[src/rtl/pkt_ex_pkg.sv]
/* Packet exerciser shared types */

package pkt_ex_pkg;

    //////////////////////////////
    // Sizes

    // Bytes carried by one stream word
    localparam int BYTES_PER_WORD = 4;

    // Largest packet in bytes
    localparam int MTU_BYTES = 1500;

    localparam int DATA_WIDTH = 8 * BYTES_PER_WORD;
    localparam int BLEN_WIDTH = $clog2(MTU_BYTES + 1);
    localparam int CNT_WIDTH  = 32;

    //////////////////////////////
    // Vector types

    // One stream word, byte 0 in bits 7..0
    typedef logic [DATA_WIDTH-1:0] data_t;

    // Byte enables, bit k marks byte k
    typedef logic [BYTES_PER_WORD-1:0] keep_t;

    // Packet length in bytes
    typedef logic [BLEN_WIDTH-1:0] blen_t;

    // Frame and error counters
    typedef logic [CNT_WIDTH-1:0] cnt_t;

    //////////////////////////////
    // Stream beat

    typedef struct packed {
        data_t data;
        keep_t keep;
        logic  last;
    } beat_t;

    //////////////////////////////
    // Generator FSM

    typedef enum logic [1:0] {
        IDLE,
        SEND,
        DONE
    } gen_state_t;

endpackage

[src/rtl/len_fifo.sv]
/* Packet length FIFO */

`timescale 1ns/1ps

module len_fifo import pkt_ex_pkg::*; #(
    parameter int FIFO_DEPTH = 4
) (
    input  logic  phys_port_clk_ifc,
    input  logic  rst_n,
    input  logic  push,
    input  blen_t push_len,
    input  logic  pop,
    output blen_t head_len,
    output logic  full,
    output logic  empty
);

    localparam int PTR_W = (FIFO_DEPTH > 1) ? $clog2(FIFO_DEPTH) : 1;
    localparam int CNT_W = $clog2(FIFO_DEPTH + 1);

    blen_t            mem [FIFO_DEPTH];
    logic [PTR_W-1:0] wr_ptr;
    logic [PTR_W-1:0] rd_ptr;
    logic [CNT_W-1:0] count;

    logic wr_en;
    logic rd_en;

    assign wr_en = push && !full;
    assign rd_en = pop && !empty;

    assign full     = (count == CNT_W'(FIFO_DEPTH));
    assign empty    = (count == '0);
    assign head_len = mem[rd_ptr];

    always_ff @(posedge phys_port_clk_ifc) begin
        if (wr_en) begin
            mem[wr_ptr] <= push_len;
        end
    end

    // Pointers wrap at any depth, not only powers of two
    always_ff @(posedge phys_port_clk_ifc or negedge rst_n) begin
        if (!rst_n) begin
            wr_ptr <= '0;
            rd_ptr <= '0;
            count  <= '0;
        end else begin
            if (wr_en) begin
                wr_ptr <= (wr_ptr == PTR_W'(FIFO_DEPTH - 1)) ? '0 : wr_ptr + 1'b1;
            end
            if (rd_en) begin
                rd_ptr <= (rd_ptr == PTR_W'(FIFO_DEPTH - 1)) ? '0 : rd_ptr + 1'b1;
            end
            if (wr_en && !rd_en) begin
                count <= count + 1'b1;
            end else if (rd_en && !wr_en) begin
                count <= count - 1'b1;
            end
        end
    end

endmodule

[src/rtl/pkt_chk.sv]
/* Per-port receive checker */

`timescale 1ns/1ps

module pkt_chk import pkt_ex_pkg::*; (
    input  logic  phys_port_clk_ifc,
    input  logic  rst_n,

    // Receive stream, always accepted
    input  beat_t rx_beat,
    input  logic  rx_valid,

    // Length FIFO read side
    input  blen_t head_len,
    input  logic  empty,
    output logic  pop,

    input  logic  clear,
    output cnt_t  rx_frame_cnt,
    output cnt_t  rx_err_cnt
);

    localparam int NB_W = $clog2(BYTES_PER_WORD + 1);

    // Byte index of the next expected byte
    blen_t idx;
    logic  err_seen;

    logic            beat_err;
    logic [NB_W-1:0] nbytes;
    blen_t           total;
    logic            pkt_bad;
    logic            done;

    //////////////////////////////
    // Beat check

    always_comb begin
        logic [7:0] exp_byte;

        beat_err = 1'b0;

        // Only contiguous keep from byte 0 is legal
        case (rx_beat.keep)
            4'b0001: nbytes = NB_W'(1);
            4'b0011: nbytes = NB_W'(2);
            4'b0111: nbytes = NB_W'(3);
            4'b1111: nbytes = NB_W'(4);
            default: begin
                nbytes   = '0;
                beat_err = 1'b1;
            end
        endcase

        if (!rx_beat.last && rx_beat.keep != '1) begin
            beat_err = 1'b1;
        end

        for (int k = 0; k < BYTES_PER_WORD; k++) begin
            exp_byte = idx[7:0] + 8'(k);
            if (rx_beat.keep[k] && rx_beat.data[8*k +: 8] != exp_byte) begin
                beat_err = 1'b1;
            end
        end

        total   = idx + blen_t'(nbytes);
        pkt_bad = err_seen || beat_err || empty || (total != head_len);
    end

    assign done = rx_valid && rx_beat.last;

    // A missing length counts as an error and leaves the FIFO alone
    assign pop = done && !empty;

    //////////////////////////////
    // Packet tracking

    always_ff @(posedge phys_port_clk_ifc or negedge rst_n) begin
        if (!rst_n) begin
            idx      <= '0;
            err_seen <= 1'b0;
        end else if (rx_valid) begin
            if (rx_beat.last) begin
                idx      <= '0;
                err_seen <= 1'b0;
            end else begin
                idx      <= total;
                err_seen <= err_seen || beat_err;
            end
        end
    end

    //////////////////////////////
    // Counters

    always_ff @(posedge phys_port_clk_ifc or negedge rst_n) begin
        if (!rst_n) begin
            rx_frame_cnt <= '0;
            rx_err_cnt   <= '0;
        end else if (clear) begin
            rx_frame_cnt <= '0;
            rx_err_cnt   <= '0;
        end else if (done) begin
            if (pkt_bad) begin
                rx_err_cnt <= rx_err_cnt + 1'b1;
            end else begin
                rx_frame_cnt <= rx_frame_cnt + 1'b1;
            end
        end
    end

endmodule

[src/rtl/pkt_exerciser_top.sv]
/* Packet exerciser top */

`timescale 1ns/1ps

module pkt_exerciser_top import pkt_ex_pkg::*; #(
    parameter int NUM_PORTS  = 2,
    parameter int FIFO_DEPTH = 4
) (
    input  logic                 phys_port_clk_ifc,
    input  logic                 rst_n,

    // Request side
    input  logic [NUM_PORTS-1:0] req,
    input  blen_t                len [NUM_PORTS],
    output logic [NUM_PORTS-1:0] ack,

    // Transmit streams
    output beat_t                tx_beat [NUM_PORTS],
    output logic [NUM_PORTS-1:0] tx_valid,
    input  logic [NUM_PORTS-1:0] tx_ready,

    // Returned streams
    input  beat_t                rx_beat [NUM_PORTS],
    input  logic [NUM_PORTS-1:0] rx_valid,

    // Counters
    input  logic [NUM_PORTS-1:0] enable,
    input  logic [NUM_PORTS-1:0] clear,
    output cnt_t                 tx_frame_cnt [NUM_PORTS],
    output cnt_t                 rx_frame_cnt [NUM_PORTS],
    output cnt_t                 rx_err_cnt [NUM_PORTS]
);

    //////////////////////////////
    // Ports

    for (genvar p = 0; p < NUM_PORTS; p++) begin : g_port

        logic  push;
        blen_t push_len;
        logic  full;
        logic  pop;
        blen_t head_len;
        logic  empty;

        pkt_gen i_pkt_gen (
            .phys_port_clk_ifc ( phys_port_clk_ifc ),
            .rst_n             ( rst_n             ),
            .req               ( req[p]            ),
            .len               ( len[p]            ),
            .ack               ( ack[p]            ),
            .tx_beat           ( tx_beat[p]        ),
            .tx_valid          ( tx_valid[p]       ),
            .tx_ready          ( tx_ready[p]       ),
            .push              ( push              ),
            .push_len          ( push_len          ),
            .full              ( full              ),
            .enable            ( enable[p]         ),
            .clear             ( clear[p]          ),
            .tx_frame_cnt      ( tx_frame_cnt[p]   )
        );

        // Lengths of packets in flight between generator and checker
        len_fifo #(
            .FIFO_DEPTH ( FIFO_DEPTH )
        ) i_len_fifo (
            .phys_port_clk_ifc ( phys_port_clk_ifc ),
            .rst_n             ( rst_n             ),
            .push              ( push              ),
            .push_len          ( push_len          ),
            .pop               ( pop               ),
            .head_len          ( head_len          ),
            .full              ( full              ),
            .empty             ( empty             )
        );

        pkt_chk i_pkt_chk (
            .phys_port_clk_ifc ( phys_port_clk_ifc ),
            .rst_n             ( rst_n             ),
            .rx_beat           ( rx_beat[p]        ),
            .rx_valid          ( rx_valid[p]       ),
            .head_len          ( head_len          ),
            .empty             ( empty             ),
            .pop               ( pop               ),
            .clear             ( clear[p]          ),
            .rx_frame_cnt      ( rx_frame_cnt[p]   ),
            .rx_err_cnt        ( rx_err_cnt[p]     )
        );

    end

endmodule

[src/rtl/pkt_gen.sv]
/* Per-port packet generator */

`timescale 1ns/1ps

module pkt_gen import pkt_ex_pkg::*; (
    input  logic  phys_port_clk_ifc,
    input  logic  rst_n,

    // Four-phase request
    input  logic  req,
    input  blen_t len,
    output logic  ack,

    // Transmit stream
    output beat_t tx_beat,
    output logic  tx_valid,
    input  logic  tx_ready,

    // Length FIFO write side
    output logic  push,
    output blen_t push_len,
    input  logic  full,

    // Counter control
    input  logic  enable,
    input  logic  clear,
    output cnt_t  tx_frame_cnt
);

    gen_state_t state;

    // Bytes still to send and index of the next byte
    blen_t rem;
    blen_t idx;

    logic  xfer;
    logic  last_xfer;
    data_t word;
    keep_t last_keep;

    //////////////////////////////
    // Beat construction

    always_comb begin
        word = '0;
        for (int k = 0; k < BYTES_PER_WORD; k++) begin
            word[8*k +: 8] = idx[7:0] + 8'(k);
        end
    end

    // Lowest (rem mod 4) bytes on a short last word
    always_comb begin
        case (rem[1:0])
            2'd1:    last_keep = 4'b0001;
            2'd2:    last_keep = 4'b0011;
            2'd3:    last_keep = 4'b0111;
            default: last_keep = 4'b1111;
        endcase
    end

    assign tx_beat.last = (rem <= blen_t'(BYTES_PER_WORD));
    assign tx_beat.keep = tx_beat.last ? last_keep : '1;
    assign tx_beat.data = word;

    assign tx_valid  = (state == SEND);
    assign ack       = (state != IDLE);
    assign xfer      = tx_valid && tx_ready;
    assign last_xfer = xfer && tx_beat.last;

    // Length is recorded in the same cycle the request is taken
    assign push     = (state == IDLE) && req && !full;
    assign push_len = len;

    //////////////////////////////
    // FSM

    always_ff @(posedge phys_port_clk_ifc or negedge rst_n) begin
        if (!rst_n) begin
            state <= IDLE;
            rem   <= '0;
            idx   <= '0;
        end else begin
            case (state)
                IDLE: begin
                    if (push) begin
                        state <= SEND;
                        rem   <= len;
                        idx   <= '0;
                    end
                end
                SEND: begin
                    if (xfer) begin
                        rem <= rem - blen_t'(BYTES_PER_WORD);
                        idx <= idx + blen_t'(BYTES_PER_WORD);
                    end
                    // Hold ack until the requester lets go
                    if (last_xfer) begin
                        state <= req ? DONE : IDLE;
                    end
                end
                DONE: begin
                    if (!req) begin
                        state <= IDLE;
                    end
                end
                default: state <= IDLE;
            endcase
        end
    end

    //////////////////////////////
    // Transmit frame counter

    always_ff @(posedge phys_port_clk_ifc or negedge rst_n) begin
        if (!rst_n) begin
            tx_frame_cnt <= '0;
        end else if (clear) begin
            tx_frame_cnt <= '0;
        end else if (enable && last_xfer) begin
            tx_frame_cnt <= tx_frame_cnt + 1'b1;
        end
    end

endmodule

[config.mk]
export PLATFORM = sky130hd
export DESIGN_NAME = pkt_exerciser_top
export DESIGN_NICKNAME = d
export VERILOG_FILES = /design/src/rtl/pkt_ex_pkg.sv /design/src/rtl/len_fifo.sv /design/src/rtl/pkt_chk.sv /design/src/rtl/pkt_exerciser_top.sv /design/src/rtl/pkt_gen.sv
export SDC_FILE = /design/constraint.sdc
export NUM_CORES = 1
export LEC_CHECK = 0
export ABC_AREA = 1
export BUFFER_PORTS_ARGS = -buffer_cell sky130_fd_sc_hd__buf_2
export CORE_UTILIZATION = 44
export DETAILED_ROUTE_END_ITERATION = 6
export HOLD_SLACK_MARGIN = 0.03
export PLACE_DENSITY_LB_ADDON = 0.1
export SYNTH_ARGS = -nofsm -noshare
export SYNTH_HDL_FRONTEND = slang
export SYNTH_HIERARCHICAL = 1
export SYNTH_SLANG_ARGS = --single-unit
[constraint.sdc]
create_clock -name phys_port_clk_ifc -period 3.1 [get_ports phys_port_clk_ifc]
set_input_delay 0.155 -clock phys_port_clk_ifc [delete_from_list [all_inputs] [get_ports phys_port_clk_ifc]]
set_output_delay 0.155 -clock phys_port_clk_ifc [all_outputs]
set_load 0.005 [all_outputs]
# After elaboration in Yosys (flattened, before gate mapping)

Memory sizes are Yosys's and may differ from the RTL's.
Index checks and enable logic that the tools add are counted.

Add/subtract/negate cells: 32
Order comparisons: 2
Equal/unequal tests: 46
Muxes and demuxes: 72
Reductions and logical operators: 74

Operators by type and width:

| kind                                                                    | number |
|---|---|
| 32-bit two-way mux                                                      | 16 |
| 32-bit by 1-bit adder with 32-bit output (second input constant)        | 6 |
| 11-bit two-way mux                                                      | 10 |
| 11-bit one-hot mux with 2 select lines                                  | 4 |
| 8-bit by 2-bit adder with 8-bit output (second input constant)          | 8 |
| 8-bit inequality test                                                   | 8 |
| 8-bit by 1-bit adder with 8-bit output (second input constant)          | 4 |
| 1-bit logical AND                                                       | 32 |
| 2-bit two-way mux                                                       | 12 |
| 3-bit one-hot mux with 4 select lines                                   | 2 |
| 4-bit one-hot mux with 3 select lines                                   | 2 |
| 2-bit nonzero test                                                      | 12 |
| 11-bit by 3-bit adder with 11-bit output                                | 2 |
| 11-bit by 3-bit adder with 11-bit output (second input constant)        | 2 |
| 11-bit by 3-bit <= comparator with 1-bit output (second input constant) | 2 |
| 11-bit inequality test                                                  | 2 |
| 11-bit by 3-bit subtractor with 11-bit output (second input constant)   | 2 |
| 2-bit == test (second input constant)                                   | 10 |
| 1-bit two-way mux                                                       | 18 |
| 2-bit inequality test (second input constant)                           | 8 |
| 3-bit two-way mux                                                       | 4 |
| 2-bit one-hot mux with 3 select lines                                   | 2 |
| 3-bit AND reduction                                                     | 4 |
| 1-bit zero test                                                         | 10 |
| other kinds (17)                                                        | 44 |

Register bits after elaboration: 278
Memory bits (writable): 88
Input bits: 108
Output and inout port bits: 270
Word-level logic and storage cells: 250
Memories kept: 2

Memories:

| name                     | depth | bits a word | rd ports | clocked after memory_dff | write ports | line           | source |
|---|---|---|---|---|---|---|---|
| g_port[0].i_len_fifo.mem | 4     | 11          | 1        | 0                        | 1           | len_fifo.sv:21 | `blen_t mem [FIFO_DEPTH];` |
| g_port[1].i_len_fifo.mem | 4     | 11          | 1        | 0                        | 1           | len_fifo.sv:21 |  |

# Logic depth before layout (Yosys ltp)

Depth after elaboration: 14
Depth in mapped cells: 23
Gate-level depth less buffers: 22

# Cells and area by module

Netlist, hierarchy kept.

Modules (own cells, without submodules):

| module                          | times used | cells each | area each (um2) |
|---|---|---|---|
| pkt_chk                         | 2          | 981        | 6347.3 |
| pkt_gen                         | 2          | 534        | 3686.0 |
| len_fifo (g_port[1].i_len_fifo) | 1          | 189        | 2230.9 |
| len_fifo (g_port[0].i_len_fifo) | 1          | 189        | 2225.9 |

# Worst setup path before layout

OpenSTA, ideal clock, no wires.

Path type: register -> register
Start point: register g_port[0].i_pkt_chk.idx[1]
End point: register g_port[0].i_pkt_chk.rx_err_cnt[10]
Setup time: 0.118 ns
Arrival time: 2.314 ns
Setup slack: 0.668 ns
Stages on the path, launching flop included: 18
Path buffers: 1
Period minus slack after synthesis: 2.432 ns
Path through: dfrtp_1 > inv_1 > fa_1 > inv_1 > nand3_1 > nand2_1 > nand2_1 > nand2_1 > nand3_1 > nand2_1 > nand2_1 > nor2_1 > nand2_1 > nor2_2 > nand2_2 > clkbuf_1 > nand4_1 > nand2_1

Cells in the longest elaborated chain, start to end: 11
Elaborated cells on any way between the ends: 22
Classes of those cells: 4 x add/sub; 5 x eq/ne; 4 x mux; 9 x reduce/logical

Ends and longest elaborated chain:

| item                                                                                   | line                         | source |
|---|---|---|
| start: declaration                                                                     | pkt_chk.sv:26                | `blen_t idx;` |
| start signal: assignment                                                               | pkt_chk.sv:87                | `idx <= total;` |
| 8-bit by 1-bit adder with 8-bit output / 8-bit inequality test (equally long branches) | pkt_chk.sv:60, pkt_chk.sv:61 |  |
| 8-bit inequality test / 1-bit logical AND (equally long branches)                      | pkt_chk.sv:61                | `if (rx_beat.keep[k] && rx_beat.data[8*k +: 8] != exp_byte) begin` |
| 1-bit logical AND / 1-bit two-way mux (equally long branches)                          | pkt_chk.sv:61                |  |
| 1-bit two-way mux (3 in series)                                                        | pkt_chk.sv:61                |  |
| 1-bit logical OR (2 in series)                                                         | pkt_chk.sv:67                | `pkt_bad = err_seen \|\| beat_err \|\| empty \|\| (total != head_len);` |
| 1-bit logical OR (*)                                                                   | pkt_chk.sv:67                |  |
| 2-bit nonzero test (no line) (*)                                                       | -                            |  |
| 2-bit AND reduction (no line) (*)                                                      | -                            |  |
| end signal: assignment                                                                 | pkt_chk.sv:105               | `rx_err_cnt <= rx_err_cnt + 1'b1;` |
| end: declaration                                                                       | pkt_chk.sv:20                | `output cnt_t rx_err_cnt` |

Every way passes the cells marked *; elsewhere a longest branch is shown, timed or not.
A chain may end at the register's enable or synchronous reset.

# Worst setup path after layout

Start point: register g_port[1].i_pkt_chk.idx[2]
End point: register g_port[1].i_pkt_chk.idx[7]

Cells in the longest elaborated chain, start to end: 2

Ends and longest elaborated chain:

| item                                     | line          | source |
|---|---|---|
| start: declaration                       | pkt_chk.sv:26 |  |
| start signal: assignment                 | pkt_chk.sv:87 |  |
| 11-bit by 3-bit adder with 11-bit output | pkt_chk.sv:66 | `total = idx + blen_t'(nbytes);` |
| 11-bit two-way mux                       | pkt_chk.sv:83 | `if (rx_beat.last) begin` |

No other way between the ends.

==> parameters.txt <==
Parameter                              Value

Outcome
  Status ... complete, no violations

Power
  Clock power frac ... 0.358
  Switching component of the power ... approximately 5.1 mW
  Fraction of power spent switching nets ... 0.3403
  Int Power ... ~9.8 mW
  Pwr Total ... 14.87 mW
  Leakage Power ... between 10 and 15 nW
  Peak ir drop on the vdd network ... between 0.4 and 0.5 mV
  Power share of the combinational group ... 0.259
  Part of the power in registers ... 0.382
  Power density of the placed cells ... slightly above 500 mW/mm^2

Drt
  Detailed-routing iteration count for the pre-antenna-repair pass ... 5
  Vias after detailed routing ... 23250
  Total wire length ... roughly 70000 um
  Vias per cell ... about 5
  Antenna-violating nets left ... 0
  Initial detailed-routing violation count ... 1512
  DRC Markers ... 0
  Average detailed-routed wire length per instance ... about 16 um

STA
  Final Setup Violations ... 0
  Worst-case headroom to the max-slew limit ... 0.4681
  Setup repair after global routing missed its margin ... false
  Fin crit share ... 0.9484
  Post-route minimum period ... between 2 and 3 ns
  Number of hold-slack violations in the final timing report ... 0
  Final-report max-slew violation count ... 0
  Actual slew at the worst max-slew pin ... approximately 0.80 ns
  Least setup slack across all paths after layout ... ~0.16 ns
  Highest clock rate ... roughly 0.34 GHz
  Sum of negative setup slack ... 0 ns
  Post-route clock skew ... between 0.03 and 0.04 ns

GRT
  Number of antenna violations at the first check in global routing ... 1
  GR Util All Layers ... 0.2447
  First-pass GRT wire length ... 113400 um
  GRT overflow ... 0
  Vias in the first global route ... around 21000
  Largest net degree at the start of global routing ... 89

Layout
  Layout cells sized above 1 ... 0.1579
  Layout area overhead ... 16.90%
  Net count reported at finish ... 3894
  Leading cell type in the layout, fill and taps excluded ... sky130_fd_sc_hd__nand2_1
  Register area ... roughly 0.0093 mm^2
  Most used cells in the layout excluding fill and tap cells ... sky130_fd_sc_hd__nand2_1, sky130_fd_sc_hd__inv_1, sky130_fd_sc_hd__buf_2
  Share of the core filled with cells in the final layout ... 0.5204
  Fill cell total of the finished layout ... between 5000 and 6000
  Footprint of the multi-input gates ... roughly 0.013 mm^2
  Final non-filler cell total ... roughly 4500

Setup path
  Cell repeated most along the worst path ... sky130_fd_sc_hd__nand2_1
  Setup crit end kind ... flop
  Setup crit start kind ... flop
  Cell Chain, Critical Path ... ha_1 -> a21oi_1 -> nand2_1 -> nand2_1 -> nand2_1 -> nand2_1 -> nand3_1 -> dlygate4sd3_1 -> o21ai_0 -> dlygate4sd3_1
  Destination of the critical timing path ... g_port[1].i_pkt_chk/idx[7]$_DFFE_PN0P_
  Source of the critical timing path ... g_port[1].i_pkt_chk/idx[2]$_DFFE_PN0P_
  Reg-to-Reg Start ... g_port[1].i_pkt_chk/idx[2]$_DFFE_PN0P_
  Destination of the worst register-to-register timing path ... g_port[1].i_pkt_chk/idx[7]$_DFFE_PN0P_
  Internal reg-to-reg setup slack ... ~0.16 ns
  Critical path peak fanout ... 9
  Critical path type ... reg -> reg
  Slowest CP cell ... sky130_fd_sc_hd__dlygate4sd3_1
  Slowest cell delay on critical path ... between 0.5 and 0.6 ns
  Length in cells of the worst reg-to-reg path ... 10
  Required time of the critical path ... around 3.6 ns
  Critical path data arrival time ... around 3.5 ns

Synth
  Leading cell types by total area after synthesis ... sky130_fd_sc_hd__dfrtp_1, sky130_fd_sc_hd__nand2_1, sky130_fd_sc_hd__edfxtp_1, sky130_fd_sc_hd__nand3_1, sky130_fd_sc_hd__inv_1
  Synth area leader ... sky130_fd_sc_hd__dfrtp_1
  Mean area per synthesized cell ... 7.196 um^2
  Sequential element share of the synthesized area ... 0.3812
  Fraction of synthesized cell area taken by the top area cell type ... 0.2735
  Syn. warnings ... 6
  Post-synth design cell area ... approximately 0.025 mm^2
  Ys flop type ... sky130_fd_sc_hd__dfrtp_1
  Number of synthesized flops with an enable pin ... about 90
  Mapped Cells ... between 3000 and 4000
  Flops & latches, synth ... 356
  Async SR Flop Fraction ... 0.7528
  Count of distinct cell types in the synthesized netlist ... 47

Die
  Die boundary height ... 238.1 um
  Width of the die ... approximately 240 um
  Starting density of the core ... 0.4451
  Die ar. ... between 0.05 and 0.06 mm^2
  Standard-cell row count ... 86
  Floorplan core area ... between 0.05 and 0.06 mm^2
  Ports ... approximately 380

Placement
  HPWL after detailed placement ... between 50000 and 60000 um
  Post-Place Worst Slack ... ~0.084 ns
  Count of placed standard cells including taps ... 4400
  Port buffer count ... ~360
  Final RePlAce weighted congestion ... between 0.9 and 1

Worst hold path
  Hold WC Path Type ... in -> reg

Clock tree
  Clk Latency, worst-skew pair ... ~0.59 ns
  Clock Pin Slew Worst Setup and Hold Paths ... about 0.060 ns
  Number of levels the H-tree was split into ... 2
  Inserted Clock Buffers ... between 40 and 50
  CTS tree ... built
  CTS Root Buffer Type ... sky130_fd_sc_hd__clkbuf_16
  Buffer depth of the longest clock path ... 3
  Clock Sink Count ... between 300 and 400

Run
  Max-cap check violation count ... 0
==> final cells by class <==
cell class / instances / share of cell area
Timing Repair Buffer: 457 / 0.09877
Clock inverter: 21 / 0.006852
Clock buffer: 63 / 0.04591
Tap cell: 748 / 0.03265
Inverter: 386 / 0.05071
Sequential cell: 356 / 0.3261
Antenna cell: 5 / 0.0004364
Multi-Input combinational cell: 2492 / 0.4386
==> stage by stage <==
stage | hold slack [ns] | area [um^2]
6_report | 0.06533 | 28670
5_1_grt | 0.07911 | 28660
4_1_cts | 0.03528 | 28560
3_5_place_dp | 0.2653 | 26680
3_3_place_gp | 0.2515 | 26680
2_1_floorplan | -0.1406 | 24580
==> cell families after synthesis <==
logic type | after synthesis | synth area share
adders and majority gates | 48 | 0.02571
and+or+nand+nor | 2054 | 0.3706
xor gates and xnor gates | 178 | 0.06357
AOI/OAI and AO/OA | 194 | 0.04867
buffers and inverters | 574 | 0.1096
DFF | 356 | 0.3812
other | 4 | 0.0006121
==> Yosys cell counts (8+ instances only) <==
| cell type | n |
|---|---|
| sky130_fd_sc_hd__o22ai_1 | 24 |
| sky130_fd_sc_hd__o21ai_0 | 52 |
| sky130_fd_sc_hd__nand2_2 | 18 |
| sky130_fd_sc_hd__buf_6 | 30 |
| sky130_fd_sc_hd__o21bai_1 | 10 |
| sky130_fd_sc_hd__or2_2 | 10 |
| sky130_fd_sc_hd__edfxtp_1 | 88 |
| sky130_fd_sc_hd__inv_1 | 368 |
| sky130_fd_sc_hd__ha_1 | 44 |
| sky130_fd_sc_hd__dfrtp_1 | 268 |
| sky130_fd_sc_hd__nor2_1 | 354 |
| sky130_fd_sc_hd__o21ai_2 | 8 |
| sky130_fd_sc_hd__nand3b_1 | 16 |
| sky130_fd_sc_hd__clkbuf_1 | 60 |
| sky130_fd_sc_hd__buf_4 | 74 |
| sky130_fd_sc_hd__xor2_1 | 98 |
| sky130_fd_sc_hd__nor2_4 | 10 |
| sky130_fd_sc_hd__nand2_1 | 1054 |
| sky130_fd_sc_hd__o21ai_1 | 12 |
| sky130_fd_sc_hd__nand4_1 | 156 |
| sky130_fd_sc_hd__nor4_1 | 8 |
| sky130_fd_sc_hd__nor3_1 | 64 |
| sky130_fd_sc_hd__nand3_1 | 318 |
| sky130_fd_sc_hd__nor2_2 | 14 |
| sky130_fd_sc_hd__buf_2 | 20 |
| sky130_fd_sc_hd__o211ai_1 | 49 |
| sky130_fd_sc_hd__a21oi_1 | 34 |
| sky130_fd_sc_hd__xnor2_1 | 80 |
| sky130_fd_sc_hd__inv_2 | 12 |
==> registers in the layout (all words and copies together) (netlist names) <==
signal,count
g_port.i_len_fifo/rd_ptr,4
g_port.i_pkt_gen/rem,22
g_port.i_len_fifo/mem,88
g_port.i_pkt_chk/rx_frame_cnt,64
g_port.i_pkt_gen/state,4
g_port.i_len_fifo/wr_ptr,4
g_port.i_pkt_gen/tx_frame_cnt,64
g_port.i_pkt_chk/err_seen,2
g_port.i_pkt_gen/idx,12
g_port.i_pkt_chk/idx,22
g_port.i_len_fifo/count,6
g_port.i_pkt_chk/rx_err_cnt,64
==> power groups by stage <==
| stage | logic, mW | clock network, mW | registers [mW] |
|---|---|---|---|
| after detailed placement | 3.83 | 0 | 5.77 |
| after global routing | 4.40 | 5.65 | 5.75 |
| final | 3.86 | 5.33 | 5.68 |
| after global placement | 3.72 | 0 | 5.74 |
| after floorplan | 2.98 | 0 | 5.67 |
| after CTS | 3.87 | 5.47 | 5.68 |
==> critical path, delay by kind of cell, from the launching register on <==
kind	cells	cell delay [ns]
AO/OA/AOI/OAI	2	0.27
adder cells (fa/ha/maj)	1	0.42
buffers and inverters	2	1.13
flip-flops	1	0.49
AND/OR/NAND/NOR	5	0.57
==> worst min-delay path by stage <==
stage                   start                                          endpoint  slack [ns]  cells past startpoint
CTS                 enable[1]  g_port[1].i_pkt_gen/tx_frame_cnt[10]$_DFFE_PN0P_        0.04                      5
global placement        rst_n    g_port[0].i_pkt_chk/rx_err_cnt[14]$_DFFE_PN0P_        0.25                      1
detailed placement      rst_n    g_port[0].i_pkt_chk/rx_err_cnt[14]$_DFFE_PN0P_        0.27                      1
global route        enable[1]  g_port[1].i_pkt_gen/tx_frame_cnt[18]$_DFFE_PN0P_        0.08                      5
finish              enable[1]  g_port[1].i_pkt_gen/tx_frame_cnt[18]$_DFFE_PN0P_        0.07                      5
floorplan               rst_n         g_port[0].i_len_fifo/count[0]$_DFFE_PN0P_       -0.14                      0
==> routing by layer <==
| layer | share of wire | global-route usage | up-vias |
|---|---|---|---|
| met3 | 0.050 | 0.02834 | 93 |
| met4 | 0.021 | 0.06663 | 2 |
| li1 | - | - | 11600 |
| met5 | 0.00017 | 0 | - |
| met1 | 0.47 | 0.3483 | 10950 |
| met2 | 0.46 | 0.3928 | 611 |
==> what timing repair did <==
item / CTS / global route
hold buffers: 37 / 0
buffers inserted: 0 / 0
endpoints found under the hold margin: 221 / 0
endpoints found under the setup margin: 0 / 62
resized for setup: 0 / 11
No activity file was read; power rests on OpenSTA's default activity.
